**src/rtl/lane_fpu_pkg.sv**
```systemverilog
// Lane FPU shared definitions
package lane_fpu_pkg;

	// ==============================
	// Datapath geometry
	// ==============================

	// Full operand width, one double or two singles or four halves
	localparam int DATA_W = 64;
	localparam int BYTE_W = 8;
	localparam int BYTES = DATA_W / BYTE_W;

	// Number of supported precisions, half, single and double
	localparam int NUM_PREC = 3;

	// Reorder tags and the matching stomp vector
	localparam int TAG_W = 3;
	localparam int TAGS = 1 << TAG_W;

	// APB register file addressing
	localparam int APB_ADDR_W = 4;

	typedef logic [DATA_W-1:0] fdata_t;
	typedef logic [BYTES-1:0]  bytemask_t;
	typedef logic [TAG_W-1:0]  tag_t;
	typedef logic [TAGS-1:0]   stomp_t;

	// Lane operations, unlisted codes pass operand a through
	typedef enum logic [2:0] {
		FOP_NEG  = 3'd0,
		FOP_ABS  = 3'd1,
		FOP_SGNJ = 3'd2,
		FOP_MIN  = 3'd3,
		FOP_MAX  = 3'd4
	} fop_e;

	// Lane precision, code 3 is reserved and handled as double
	typedef enum logic [1:0] {
		PREC_H = 2'd0,
		PREC_S = 2'd1,
		PREC_D = 2'd2
	} prec_e;

	// Exponent field masks for a lane that has been shifted up to bit 63
	// Sign sits at bit 63, the exponent follows right below it
	localparam fdata_t EXP_MASK_H = 64'h7C00_0000_0000_0000;
	localparam fdata_t EXP_MASK_S = 64'h7F80_0000_0000_0000;
	localparam fdata_t EXP_MASK_D = 64'h7FF0_0000_0000_0000;

	// ==============================
	// APB register map
	// ==============================
	localparam logic [APB_ADDR_W-1:0] REG_LANE_MASK = 4'h0;
	localparam logic [APB_ADDR_W-1:0] REG_ZERO_FILL = 4'h4;
	localparam logic [APB_ADDR_W-1:0] REG_EXC       = 4'h8;

endpackage
```
**src/rtl/lane_op_if.sv**
```systemverilog
// Pipeline stage link
`timescale 1ns/1ps

interface lane_op_if;
	import lane_fpu_pkg::*;

	// Item qualifier and its reorder tag
	logic      valid;
	tag_t      tag;

	// Operation and lane split
	fop_e      op;
	prec_e     prec;

	// Source operands and the merge target
	fdata_t    a;
	fdata_t    b;
	fdata_t    t;

	// Control context captured at issue
	bytemask_t lane_mask;
	logic      zfill;

	// Lane results, only meaningful once the exec stage has run
	logic      exc;
	fdata_t    res;

	// Producing stage
	modport src (output valid, tag, op, prec, a, b, t, lane_mask, zfill, exc, res);

	// Consuming stage
	modport snk (input valid, tag, op, prec, a, b, t, lane_mask, zfill, exc, res);

endinterface

```
**src/rtl/meta_fpu_top.sv**
```systemverilog
// Lane FPU top level
`timescale 1ns/1ps

module meta_fpu_top (
	input  logic                                  clk,
	input  logic                                  arst_n_i,
	// Issue port
	input  logic                                  issue_valid_i,
	input  lane_fpu_pkg::tag_t                    issue_tag_i,
	input  lane_fpu_pkg::fop_e                    issue_op_i,
	input  lane_fpu_pkg::prec_e                   issue_prec_i,
	input  lane_fpu_pkg::fdata_t                  issue_a_i,
	input  lane_fpu_pkg::fdata_t                  issue_b_i,
	input  lane_fpu_pkg::fdata_t                  issue_t_i,
	input  lane_fpu_pkg::stomp_t                  stomp_i,
	// APB slave
	input  logic [lane_fpu_pkg::APB_ADDR_W-1:0]   paddr_i,
	input  logic                                  psel_i,
	input  logic                                  penable_i,
	input  logic                                  pwrite_i,
	input  logic [31:0]                           pwdata_i,
	output logic [31:0]                           prdata_o,
	output logic                                  pready_o,
	output logic                                  pslverr_o,
	// Result port
	output logic                                  res_valid_o,
	output lane_fpu_pkg::tag_t                    res_tag_o,
	output lane_fpu_pkg::fdata_t                  res_data_o,
	output lane_fpu_pkg::bytemask_t               res_we_o,
	output logic                                  res_exc_o
);
	import lane_fpu_pkg::*;

	bytemask_t lane_mask;
	logic      zero_fill;
	logic      exc_pulse;

	// Issue to exec, then exec to merge
	lane_op_if s1_if ();
	lane_op_if s2_if ();

	fpu_ctrl_apb u_ctrl (
		.clk         (clk),
		.arst_n_i    (arst_n_i),
		.paddr_i     (paddr_i),
		.psel_i      (psel_i),
		.penable_i   (penable_i),
		.pwrite_i    (pwrite_i),
		.pwdata_i    (pwdata_i),
		.exc_pulse_i (exc_pulse),
		.prdata_o    (prdata_o),
		.pready_o    (pready_o),
		.pslverr_o   (pslverr_o),
		.lane_mask_o (lane_mask),
		.zero_fill_o (zero_fill)
	);

	fpu_issue_stage u_issue (
		.clk           (clk),
		.arst_n_i      (arst_n_i),
		.issue_valid_i (issue_valid_i),
		.issue_tag_i   (issue_tag_i),
		.issue_op_i    (issue_op_i),
		.issue_prec_i  (issue_prec_i),
		.issue_a_i     (issue_a_i),
		.issue_b_i     (issue_b_i),
		.issue_t_i     (issue_t_i),
		.stomp_i       (stomp_i),
		.lane_mask_i   (lane_mask),
		.zero_fill_i   (zero_fill),
		.out_o         (s1_if.src)
	);

	fpu_lane_exec u_exec (
		.clk      (clk),
		.arst_n_i (arst_n_i),
		.stomp_i  (stomp_i),
		.in_i     (s1_if.snk),
		.out_o    (s2_if.src)
	);

	fpu_lane_merge u_merge (
		.clk         (clk),
		.arst_n_i    (arst_n_i),
		.stomp_i     (stomp_i),
		.in_i        (s2_if.snk),
		.res_valid_o (res_valid_o),
		.res_tag_o   (res_tag_o),
		.res_data_o  (res_data_o),
		.res_we_o    (res_we_o),
		.res_exc_o   (res_exc_o),
		.exc_pulse_o (exc_pulse)
	);

endmodule

```
**src/rtl/fpu_lane_merge.sv**
```systemverilog
// FPU byte merge stage
`timescale 1ns/1ps

module fpu_lane_merge (
	input  logic                     clk,
	input  logic                     arst_n_i,
	input  lane_fpu_pkg::stomp_t     stomp_i,
	lane_op_if.snk                   in_i,
	output logic                     res_valid_o,
	output lane_fpu_pkg::tag_t       res_tag_o,
	output lane_fpu_pkg::fdata_t     res_data_o,
	output lane_fpu_pkg::bytemask_t  res_we_o,
	output logic                     res_exc_o,
	output logic                     exc_pulse_o
);
	import lane_fpu_pkg::*;

	fdata_t merged;
	logic   take;

	// ==============================
	// Byte merge
	// ==============================

	// Masked bytes come from the target register, or read as zero when
	// zero-fill is on; unmasked bytes carry the lane result
	always_comb begin
		for (int i = 0; i < BYTES; i++) begin
			if (in_i.lane_mask[i])
				merged[i*BYTE_W +: BYTE_W] = in_i.zfill ? '0 : in_i.t[i*BYTE_W +: BYTE_W];
			else
				merged[i*BYTE_W +: BYTE_W] = in_i.res[i*BYTE_W +: BYTE_W];
		end
	end

	// Last chance to cancel, a late stomp still removes the item here
	assign take = in_i.valid & ~stomp_i[in_i.tag];

	// ==============================
	// Output registers
	// ==============================
	always_ff @(posedge clk or negedge arst_n_i) begin
		if (!arst_n_i) begin
			res_valid_o <= 1'b0;
			res_we_o <= '0;
			res_exc_o <= 1'b0;
		end else begin
			res_valid_o <= take;
			// All bytes are written, masked ones just carry t or zero
			res_we_o <= {BYTES{take}};
			res_exc_o <= take & in_i.exc;
		end
	end

	always_ff @(posedge clk) begin
		res_tag_o <= in_i.tag;
		res_data_o <= merged;
	end

	// One pulse per faulting result, the register block makes it sticky
	assign exc_pulse_o = res_exc_o;

	// The rename stage may only see write enables with a live result
	a_we_needs_valid: assert property (@(posedge clk) disable iff (!arst_n_i)
		!res_valid_o |-> (res_we_o == '0));

endmodule

```
**src/rtl/fpu_lane_exec.sv**
```systemverilog
// FPU lane execution stage
`timescale 1ns/1ps

module fpu_lane_exec (
	input  logic                  clk,
	input  logic                  arst_n_i,
	input  lane_fpu_pkg::stomp_t  stomp_i,
	lane_op_if.snk                in_i,
	lane_op_if.src                out_o
);
	import lane_fpu_pkg::*;

	fdata_t prec_res [NUM_PREC];
	logic   prec_inv [NUM_PREC];
	fdata_t lane_res;
	logic   lane_exc;
	logic   is_cmp;

	// Lanes are shifted up so the sign is always bit 63 and the
	// unused low bits are zero, one set of helpers then serves all widths
	function automatic logic is_nan(fdata_t x, fdata_t exp_m);
		return ((x & exp_m) == exp_m) && ((x[DATA_W-2:0] & ~exp_m[DATA_W-2:0]) != '0);
	endfunction

	// Sign-magnitude order, so -0 is below +0
	function automatic logic sm_less(fdata_t x, fdata_t y);
		if (x[DATA_W-1] != y[DATA_W-1])
			return x[DATA_W-1];
		else if (x[DATA_W-1])
			return x[DATA_W-2:0] > y[DATA_W-2:0];
		else
			return x[DATA_W-2:0] < y[DATA_W-2:0];
	endfunction

	function automatic fdata_t lane_calc(fdata_t a, fdata_t b, fop_e op, logic nan);
		fdata_t r;
		case (op)
			FOP_NEG:  r = {~a[DATA_W-1], a[DATA_W-2:0]};
			FOP_ABS:  r = {1'b0, a[DATA_W-2:0]};
			FOP_SGNJ: r = {b[DATA_W-1], a[DATA_W-2:0]};
			// A NaN on either side leaves operand a in place
			FOP_MIN:  r = (!nan && sm_less(b, a)) ? b : a;
			FOP_MAX:  r = (!nan && sm_less(a, b)) ? b : a;
			default:  r = a;
		endcase
		return r;
	endfunction

	assign is_cmp = (in_i.op == FOP_MIN) || (in_i.op == FOP_MAX);

	// ==============================
	// Lanes for every precision
	// ==============================
	for (genvar p = 0; p < NUM_PREC; p++) begin : g_prec
		localparam int W = 16 << p;
		localparam int NL = DATA_W / W;
		localparam fdata_t EXP_M = (p == 0) ? EXP_MASK_H : (p == 1) ? EXP_MASK_S : EXP_MASK_D;
		wire [DATA_W-1:0] res_v;
		wire [NL-1:0]     inv_v;
		for (genvar l = 0; l < NL; l++) begin : g_lane
			fdata_t la;
			fdata_t lb;
			fdata_t lr;
			logic   nan;
			assign la = fdata_t'(in_i.a[l*W +: W]) << (DATA_W - W);
			assign lb = fdata_t'(in_i.b[l*W +: W]) << (DATA_W - W);
			assign nan = is_nan(la, EXP_M) | is_nan(lb, EXP_M);
			assign lr = lane_calc(la, lb, in_i.op, nan);
			assign res_v[l*W +: W] = lr[DATA_W-1 -: W];
			// Invalid is only raised by the compare operations
			assign inv_v[l] = nan & is_cmp;
		end
		assign prec_res[p] = res_v;
		assign prec_inv[p] = |inv_v;
	end

	// Pick the precision of this item, the reserved code acts as double
	always_comb begin
		case (in_i.prec)
			PREC_H: begin
				lane_res = prec_res[0];
				lane_exc = prec_inv[0];
			end
			PREC_S: begin
				lane_res = prec_res[1];
				lane_exc = prec_inv[1];
			end
			default: begin
				lane_res = prec_res[2];
				lane_exc = prec_inv[2];
			end
		endcase
	end

	// ==============================
	// Stage register
	// ==============================
	always_ff @(posedge clk or negedge arst_n_i) begin
		if (!arst_n_i) begin
			out_o.valid <= 1'b0;
			out_o.exc <= 1'b0;
		end else begin
			out_o.valid <= in_i.valid & ~stomp_i[in_i.tag];
			out_o.exc <= lane_exc;
		end
	end

	always_ff @(posedge clk) begin
		out_o.tag <= in_i.tag;
		out_o.op <= in_i.op;
		out_o.prec <= in_i.prec;
		out_o.a <= in_i.a;
		out_o.b <= in_i.b;
		out_o.t <= in_i.t;
		out_o.lane_mask <= in_i.lane_mask;
		out_o.zfill <= in_i.zfill;
		out_o.res <= lane_res;
	end

endmodule

```
**src/rtl/fpu_issue_stage.sv**
```systemverilog
// FPU issue stage
`timescale 1ns/1ps

module fpu_issue_stage (
	input  logic                     clk,
	input  logic                     arst_n_i,
	input  logic                     issue_valid_i,
	input  lane_fpu_pkg::tag_t       issue_tag_i,
	input  lane_fpu_pkg::fop_e       issue_op_i,
	input  lane_fpu_pkg::prec_e      issue_prec_i,
	input  lane_fpu_pkg::fdata_t     issue_a_i,
	input  lane_fpu_pkg::fdata_t     issue_b_i,
	input  lane_fpu_pkg::fdata_t     issue_t_i,
	input  lane_fpu_pkg::stomp_t     stomp_i,
	input  lane_fpu_pkg::bytemask_t  lane_mask_i,
	input  logic                     zero_fill_i,
	lane_op_if.src                   out_o
);
	import lane_fpu_pkg::*;

	logic kill;

	// An operation whose tag is being cancelled right now never enters
	assign kill = stomp_i[issue_tag_i];

	// ==============================
	// Valid bit
	// ==============================
	always_ff @(posedge clk or negedge arst_n_i) begin
		if (!arst_n_i)
			out_o.valid <= 1'b0;
		else
			out_o.valid <= issue_valid_i & ~kill;
	end

	// ==============================
	// Operation payload
	// ==============================

	// Operands are captured every cycle, the valid bit qualifies them
	// The lane mask and zero-fill setting are frozen here, so a later
	// register write cannot change an operation already in flight
	always_ff @(posedge clk) begin
		out_o.tag <= issue_tag_i;
		out_o.op <= issue_op_i;
		out_o.prec <= issue_prec_i;
		out_o.a <= issue_a_i;
		out_o.b <= issue_b_i;
		out_o.t <= issue_t_i;
		out_o.lane_mask <= lane_mask_i;
		out_o.zfill <= zero_fill_i;
	end

	// Nothing has been computed yet at this point
	assign out_o.exc = 1'b0;
	assign out_o.res = '0;

	// The scheduler must hand over a defined opcode with each operation
	a_op_known: assert property (@(posedge clk) disable iff (!arst_n_i)
		issue_valid_i |-> !$isunknown(issue_op_i));

endmodule

```
**src/rtl/fpu_ctrl_apb.sv**
```systemverilog
// FPU control registers
`timescale 1ns/1ps

module fpu_ctrl_apb (
	input  logic                                  clk,
	input  logic                                  arst_n_i,
	input  logic [lane_fpu_pkg::APB_ADDR_W-1:0]   paddr_i,
	input  logic                                  psel_i,
	input  logic                                  penable_i,
	input  logic                                  pwrite_i,
	input  logic [31:0]                           pwdata_i,
	input  logic                                  exc_pulse_i,
	output logic [31:0]                           prdata_o,
	output logic                                  pready_o,
	output logic                                  pslverr_o,
	output lane_fpu_pkg::bytemask_t               lane_mask_o,
	output logic                                  zero_fill_o
);
	import lane_fpu_pkg::*;

	logic access;
	logic wr_en;
	logic mapped;
	logic exc_q;

	// Zero wait states, every access completes in its first access cycle
	assign pready_o = 1'b1;
	assign access = psel_i & penable_i;
	assign wr_en = access & pwrite_i & mapped;
	assign pslverr_o = access & ~mapped;

	// Address decode shared by reads and writes
	always_comb begin
		mapped = 1'b1;
		prdata_o = '0;
		case (paddr_i)
			REG_LANE_MASK: prdata_o[BYTES-1:0] = lane_mask_o;
			REG_ZERO_FILL: prdata_o[0] = zero_fill_o;
			REG_EXC:       prdata_o[0] = exc_q;
			default:       mapped = 1'b0;
		endcase
	end

	always_ff @(posedge clk or negedge arst_n_i) begin
		if (!arst_n_i) begin
			lane_mask_o <= '0;
			zero_fill_o <= 1'b0;
			exc_q <= 1'b0;
		end else begin
			if (wr_en && paddr_i == REG_LANE_MASK)
				lane_mask_o <= pwdata_i[BYTES-1:0];
			if (wr_en && paddr_i == REG_ZERO_FILL)
				zero_fill_o <= pwdata_i[0];
			// Sticky flag, a new exception beats a clear in the same cycle
			if (exc_pulse_i)
				exc_q <= 1'b1;
			else if (wr_en && paddr_i == REG_EXC && pwdata_i[0])
				exc_q <= 1'b0;
		end
	end

	// The master must open every transfer with a setup phase
	a_penable_needs_psel: assert property (@(posedge clk) disable iff (!arst_n_i)
		penable_i |-> psel_i);

endmodule

```
**config.mk**
```make
export PLATFORM = sky130hd
export DESIGN_NAME = meta_fpu_top
export DESIGN_NICKNAME = d
export VERILOG_FILES = /design/src/rtl/lane_fpu_pkg.sv /design/src/rtl/lane_op_if.sv /design/src/rtl/meta_fpu_top.sv /design/src/rtl/fpu_lane_merge.sv /design/src/rtl/fpu_lane_exec.sv /design/src/rtl/fpu_issue_stage.sv /design/src/rtl/fpu_ctrl_apb.sv
export SDC_FILE = /design/constraint.sdc
export NUM_CORES = 1
export LEC_CHECK = 0
export ABC_AREA = 1
export BUFFER_PORTS_ARGS = -buffer_cell sky130_fd_sc_hd__buf_2
export CORE_MARGIN = 8
export CORE_UTILIZATION = 40
export CTS_CLUSTER_SIZE = 16
export DETAILED_ROUTE_END_ITERATION = 8
export SYNTH_ARGS = -nofsm -noshare
export SYNTH_HDL_FRONTEND = slang
export SYNTH_HIERARCHICAL = 1
export SYNTH_SLANG_ARGS = --single-unit
```
**constraint.sdc**
```tcl
create_clock -name clk -period 3.39 [get_ports clk]
set_input_delay 0.678 -clock clk [delete_from_list [all_inputs] [get_ports clk]]
set_output_delay 0.678 -clock clk [all_outputs]
set_load 0.005 [all_outputs]
```
==> results_dict.tcl, run 1 <==
set metrics [dict create \
    total_power_uw 13700 \
    drtPass1Iterations 7 \
    fin_crit_sh 0.929 \
    min_path_type "in2reg" \
    grt_max_degree 97 \
    finalCriticalPeriod_ps 3150 \
    syn_to_final_growth_pct 18.1 \
    die_w_um 253 \
    viasPerCell 5.27 \
    relSlewSlack 0.489 \
    grt_usage 0.232 \
    grt_pass1_vias 21200 \
    max-cap-violations 0 \
    required_ps 3820 \
    port_buffers 311 \
    grt_antenna_before_repair 5 \
    seq_area_um2 8710 \
    clockBufferDepth 3 \
    cp_max_fo 22 \
    clk_pin_slew_ps 70 \
    layout.cells.most_common "nand2_1" \
    avgSynthCellArea_um2 6.77 \
    setup_viol 0 \
    ios 361 \
    root_buffer "clkbuf_16" \
    mostFrequentLayoutCells "nand2_1 (924), dfxtp_1 (413), nand3_1 (402)" \
    powerDensity_nw_per_um2 519 \
    netlist_instances 3309 \
    gr-total-overflow 0 \
    die_height_um 253 \
    ir_drop_uv 446 \
    final-max-slew-violation-count 0 \
    leakage_uw 0.0128 \
    grt_pass1_wl_um 120000 \
    final_antenna_net_count 0 \
    fmax_mhz 318 \
    finalSetupTns_ps 0 \
    htree_num_levels 2 \
    fin_skew_ps 28.4 \
    multiInputGateArea_um2 11500 \
    finish.net_count 3871 \
    cts_sinks 431 \
    cp-start-kind "register" \
    hold_viol 0 \
    nFillCells 5667 \
    drt-initial-drc-count 2274 \
    tightest_slew_ps 766 \
    via_count 22900 \
    cts_tree "done" \
    outcome "complete, no violations" \
    worst_ep_arrival_time_ps 3580 \
    syn_area_um2 22400 \
    dieArea_um2 63900 \
    start_util 0.406 \
    drt-wirelength-per-cell_um 18.0 \
    placementRows 86 \
    synth_warnings 6 \
    cts_made_buffers 44 \
    place_hpwl_um 52800 \
    gp_congestion 0.892 \
    fp.coreArea_um2 55200 \
    worstSkewPairLatency_ps 590 \
    routed_wl_um 78000 \
    drc 0 \
    critPathKind "reg2reg" \
    rsz0062_at_grt "false" \
    end_kind "register" \
    drive_gt1_frac 0.153 \
]
[critical path: stages, from the launching register on]
cell and delay [ps]:
dfxtp_1 460, inv_1 150, ha_1 300, nand2_1 40, nor2_1 200, nand2_1 80, nor2_1 160, nand2_1 100
clkinv_1 50, nand2_1 60, nand2_2 110, nand2_1 80, nand2_2 110, nand2_4 80, nand2_4 110, nand3_4 180
buf_12 240, o211ai_1 180, nand2_1 80, nand2_1 60, nand3_1 160
[metal layers]
metal	GRT usage	part of all wire
met2	0.384	0.47
met4	0.0735	0.026
met1	0.304	0.43
met5	0	0
met3	0.0426	0.072
[report_power, final]
part | leakage, µW | internal (µW) | switching (µW)
clock network | 0.000763 | 3070 | 2100
logic | 0.00832 | 970 | 1740
registers | 0.00369 | 5560 | 317
total | 0.0128 | 9590 | 4150
[registers in the layout, summed over array words and instances, names as in the netlist, 3 cells and up]
signal / flops
u_exec/out_o.res: 64
u_merge/res_tag_o: 3
u_ctrl/lane_mask_o: 8
u_issue/out_o.tag: 3
u_issue/out_o.lane_mask: 8
u_issue/out_o.t: 64
u_merge/res_data_o: 64
u_issue/out_o.b: 64
u_exec/out_o.t: 64
u_exec/out_o.tag: 3
u_exec/out_o.lane_mask: 8
u_issue/out_o.a: 64
u_issue/out_o.op: 3
[final timing paths]
kind	endpoint	cells past startpoint	startpoint	slack, ps
setup / recovery	u_exec/out_o.res[23]$_DFF_P_	20	u_issue/out_o.b[19]$_DFF_P_	240
min in group asynchronous	u_ctrl/lane_mask_o[6]$_DFFE_PN0P_	2	arst_n_i	540
setup reg to reg	u_exec/out_o.res[23]$_DFF_P_	20	u_issue/out_o.b[19]$_DFF_P_	240
hold reg to reg	u_exec/out_o.t[27]$_DFF_P_	0	u_issue/out_o.t[27]$_DFF_P_	310
max in group asynchronous	u_exec/out_o.exc$_DFF_PN0_	2	arst_n_i	2590
hold / removal	u_issue/out_o.b[42]$_DFF_P_	1	issue_b_i[42]	190
[final cells by class]
type,instances,area share
Clock inverter,24,0.0122
Tap cell,748,0.0354
Multi-Input combinational cell,2351,0.435
Sequential cell,431,0.329
Inverter,313,0.0444
Antenna cell,4,0.000378
Clock buffer,58,0.0467
Timing Repair Buffer,414,0.0966
[through the flow]
stage | utilization | cell area (µm²) | instances | hold slack (ps) | worst slack [ps]
after floorplan | - | 22500 | 3332 | 310 | 845
after CTS | 0.478 | 26400 | 4336 | 157 | 149
after global placement | 0.450 | 24800 | 4253 | 310 | 230
after detailed placement | 0.450 | 24800 | 4253 | 312 | 174
final | 0.480 | 26500 | 4343 | 189 | 241
after global routing | 0.480 | 26500 | 4342 | 154 | 15.1
[repair_timing]
item / CTS / global route
hold buffers: 1 / 0
setup endpoints to repair: 0 / 34
endpoints found under the hold margin: 15 / 0
gates resized for setup: 0 / 8
buffers inserted: 0 / 1
No activity file was read; power rests on OpenSTA's default activity.
==> inputs of run 2 (changes only) <==
--- a/config.mk
+++ b/config.mk
@@ -5,7 +5,6 @@
 export SDC_FILE = /design/constraint.sdc
 export NUM_CORES = 1
 export LEC_CHECK = 0
-export ABC_AREA = 1
 export BUFFER_PORTS_ARGS = -buffer_cell sky130_fd_sc_hd__buf_2
 export CORE_MARGIN = 8
 export CORE_UTILIZATION = 40
==> run 2 against run 1 <==
  * The run now ends with setup timing left
  * Register-to-register slack worse by 320 ps
  * Sequential cell count unchanged
  * Utilization is 7.1 points higher
  * Wire length shrank 36%
  * Critical endpoint is now u_exec/out_o.res[59]$_DFF_P_
  * Via count fell by 40%
  * Global-route usage fell by 2.8 points
  * Power decreased by 11%
  * Cell count down 38%
  * Count of clock-buffer cells in the layout grew 7
  * Setup slack worse by 320 ps
==> results_dict.tcl, run 2 <==
set metrics [dict create \
    outcome "finished, violations left" \
    violations "setup timing" \
    max-cap-violations 0 \
    viasPerCell 5.07 \
    end_kind "register" \
    min_path_type "in2reg" \
    grt_antenna_before_repair 12 \
    met2_length_um 23100 \
    hold_viol 0 \
    mostFrequentLayoutCells "dfxtp_1 (404), buf_2 (311), buf_4 (232)" \
    place_ws_ps -279 \
    powerDensity_nw_per_um2 560 \
    root_buffer "clkbuf_16" \
    required_ps 3830 \
    cp_slowest_cell "nor4_4" \
    port_buffers 311 \
    stdcell_count 2684 \
    start_util 0.405 \
    cts_made_buffers 45 \
    drc 0 \
    fmax_mhz 289 \
    grt_max_degree 30 \
    cp_max_fo 8 \
    path_cells "inv_2 > ha_4 > nand4_1 > buf_4 > nor4_4 > nand2_2 > a211oi_4 > o31ai_4 > a21o_1 > a211oi_4 > o22ai_4 > buf_12 > a211o_1 > a221o_1" \
    relSlewSlack 0.506 \
    cp-start-kind "register" \
    ios 361 \
    ir_drop_uv 387 \
    htree_num_levels 2 \
    path_buf_inv 3 \
    fin_skew_ps 16.2 \
    worstSkewPairLatency_ps 570 \
    cpPeakStageDelay_ps 340 \
    rsz0062_at_grt "true" \
    crit_path_frequent_cell "a211oi_4" \
    drt-initial-drc-count 896 \
    routed.top_layer "met5" \
    placementRows 73 \
    grt_pass1_vias 14000 \
    finalWorstSetupSlack_ps -75.0 \
    utilization 0.551 \
    die_w_um 216 \
    routed_wl_um 49800 \
    dieArea_um2 46900 \
    die_height_um 216 \
    synth_warnings 6 \
    grt_usage 0.204 \
    syn_area_um2 16100 \
    finalCriticalPeriod_ps 3470 \
    gr-total-overflow 0 \
    finish.net_count 2436 \
    grt_pass1_wl_um 75900 \
    met1_length_um 21900 \
    dpl.cell_count 2575 \
    avgSynthCellArea_um2 10.1 \
    cts_sinks 431 \
    leakage_uw 0.0101 \
    fp.coreArea_um2 39700 \
    via_count 13600 \
    drt-wirelength-per-cell_um 18.6 \
    gp_congestion 0.938 \
    clockBufferDepth 3 \
    worst_ep_arrival_time_ps 3900 \
    critPathKind "reg2reg" \
    place_hpwl_um 37300 \
    drive_gt1_frac 0.370 \
    fin_crit_sh 1.02 \
    critPathTopFamily "compound AO/OA/AOI/OAI gates" \
    final_antenna_net_count 0 \
    cts_tree "done" \
    clk_pin_slew_ps 60 \
    drtPass1Iterations 5 \
    final-max-slew-violation-count 0 \
    syn_to_final_growth_pct 36.1 \
    layout.cells.most_common "dfxtp_1" \
    netlist_instances 1591 \
    setup_viol 14 \
    tightest_slew_ps 741 \
    wl_met3_um 3260 \
]
run 2: worst reg2reg max path, stage by stage (launching register included):
cell      delay (ps)
dfxtp_2          330
inv_2             50
ha_4             270
nand4_1          160
buf_4            190
nor4_4           340
nand2_2          180
a211oi_4         220
o31ai_4          120
a21o_1           260
a211oi_4         320
o22ai_4          160
buf_12           170
a211o_1          220
a221o_1          340
run 2: metrics by stage:
stage	area, µm²	TNS, ps	power, µW	hold WS, ps
final	21900	-323	12300	202
after detailed placement	19500	-10660	7360	312
after global routing	21900	-6280	12800	181
after CTS	21300	-50.0	12300	163
after floorplan	16200	0	6600	310
after global placement	19500	-10280	7340	311
run 2: final cells by class:
cell class | count | area, µm²
antenna | 5 | 12.5
timing repair buffer | 555 | 3490
multi-input combinational | 932 | 6920
sequential | 431 | 8720
inverter | 155 | 582
tap | 525 | 657
clock inverter | 16 | 138
fill | 3606 | 17900
clock buffer | 65 | 1350
run 2: report_power, final:
part / switching (µW) / internal (µW)
combinational: 849 / 816
clock: 1990 / 2860
sequential: 224 / 5510
total: 3070 / 9190
run 2: final timing paths:
| path | startpoint | end | slack (ps) | depth (start not counted) |
|---|---|---|---|---|
| worst max-delay path | u_issue/out_o.b[46]$_DFF_P_ | u_exec/out_o.res[59]$_DFF_P_ | -80 | 14 |
| worst min-delay path | issue_b_i[15] | u_issue/out_o.b[15]$_DFF_P_ | 200 | 1 |
| worst max register to register | u_issue/out_o.b[46]$_DFF_P_ | u_exec/out_o.res[59]$_DFF_P_ | -80 | 14 |
| worst min register to register | u_issue/out_o.t[43]$_DFF_P_ | u_exec/out_o.t[43]$_DFF_P_ | 320 | 0 |
| max in group asynchronous | arst_n_i | u_merge/res_we_o[0]$_DFF_PN0_ | 2590 | 2 |
| min in group asynchronous | arst_n_i | u_exec/out_o.valid$_DFF_PN0_ | 540 | 2 |
run 2: timing repair:
| action | CTS | global route |
|---|---|---|
| resized for setup | 37 | 89 |
| setup buffers | 7 | 17 |
| endpoints found under the hold margin | 15 | 0 |
| hold buffers | 1 | 0 |
| gates cloned | 1 | 1 |
| endpoints found under the setup margin | 61 | 63 |
| pin swaps | 19 | 46 |
run 2: layer usage:
| metal | vias up | global-route usage |
|---|---|---|
| li1 | 6631 | - |
| met4 | 12 | 0.0886 |
| met1 | 6390 | 0.259 |
| met2 | 493 | 0.329 |
| met5 | - | 0 |
| met3 | 91 | 0.0461 |
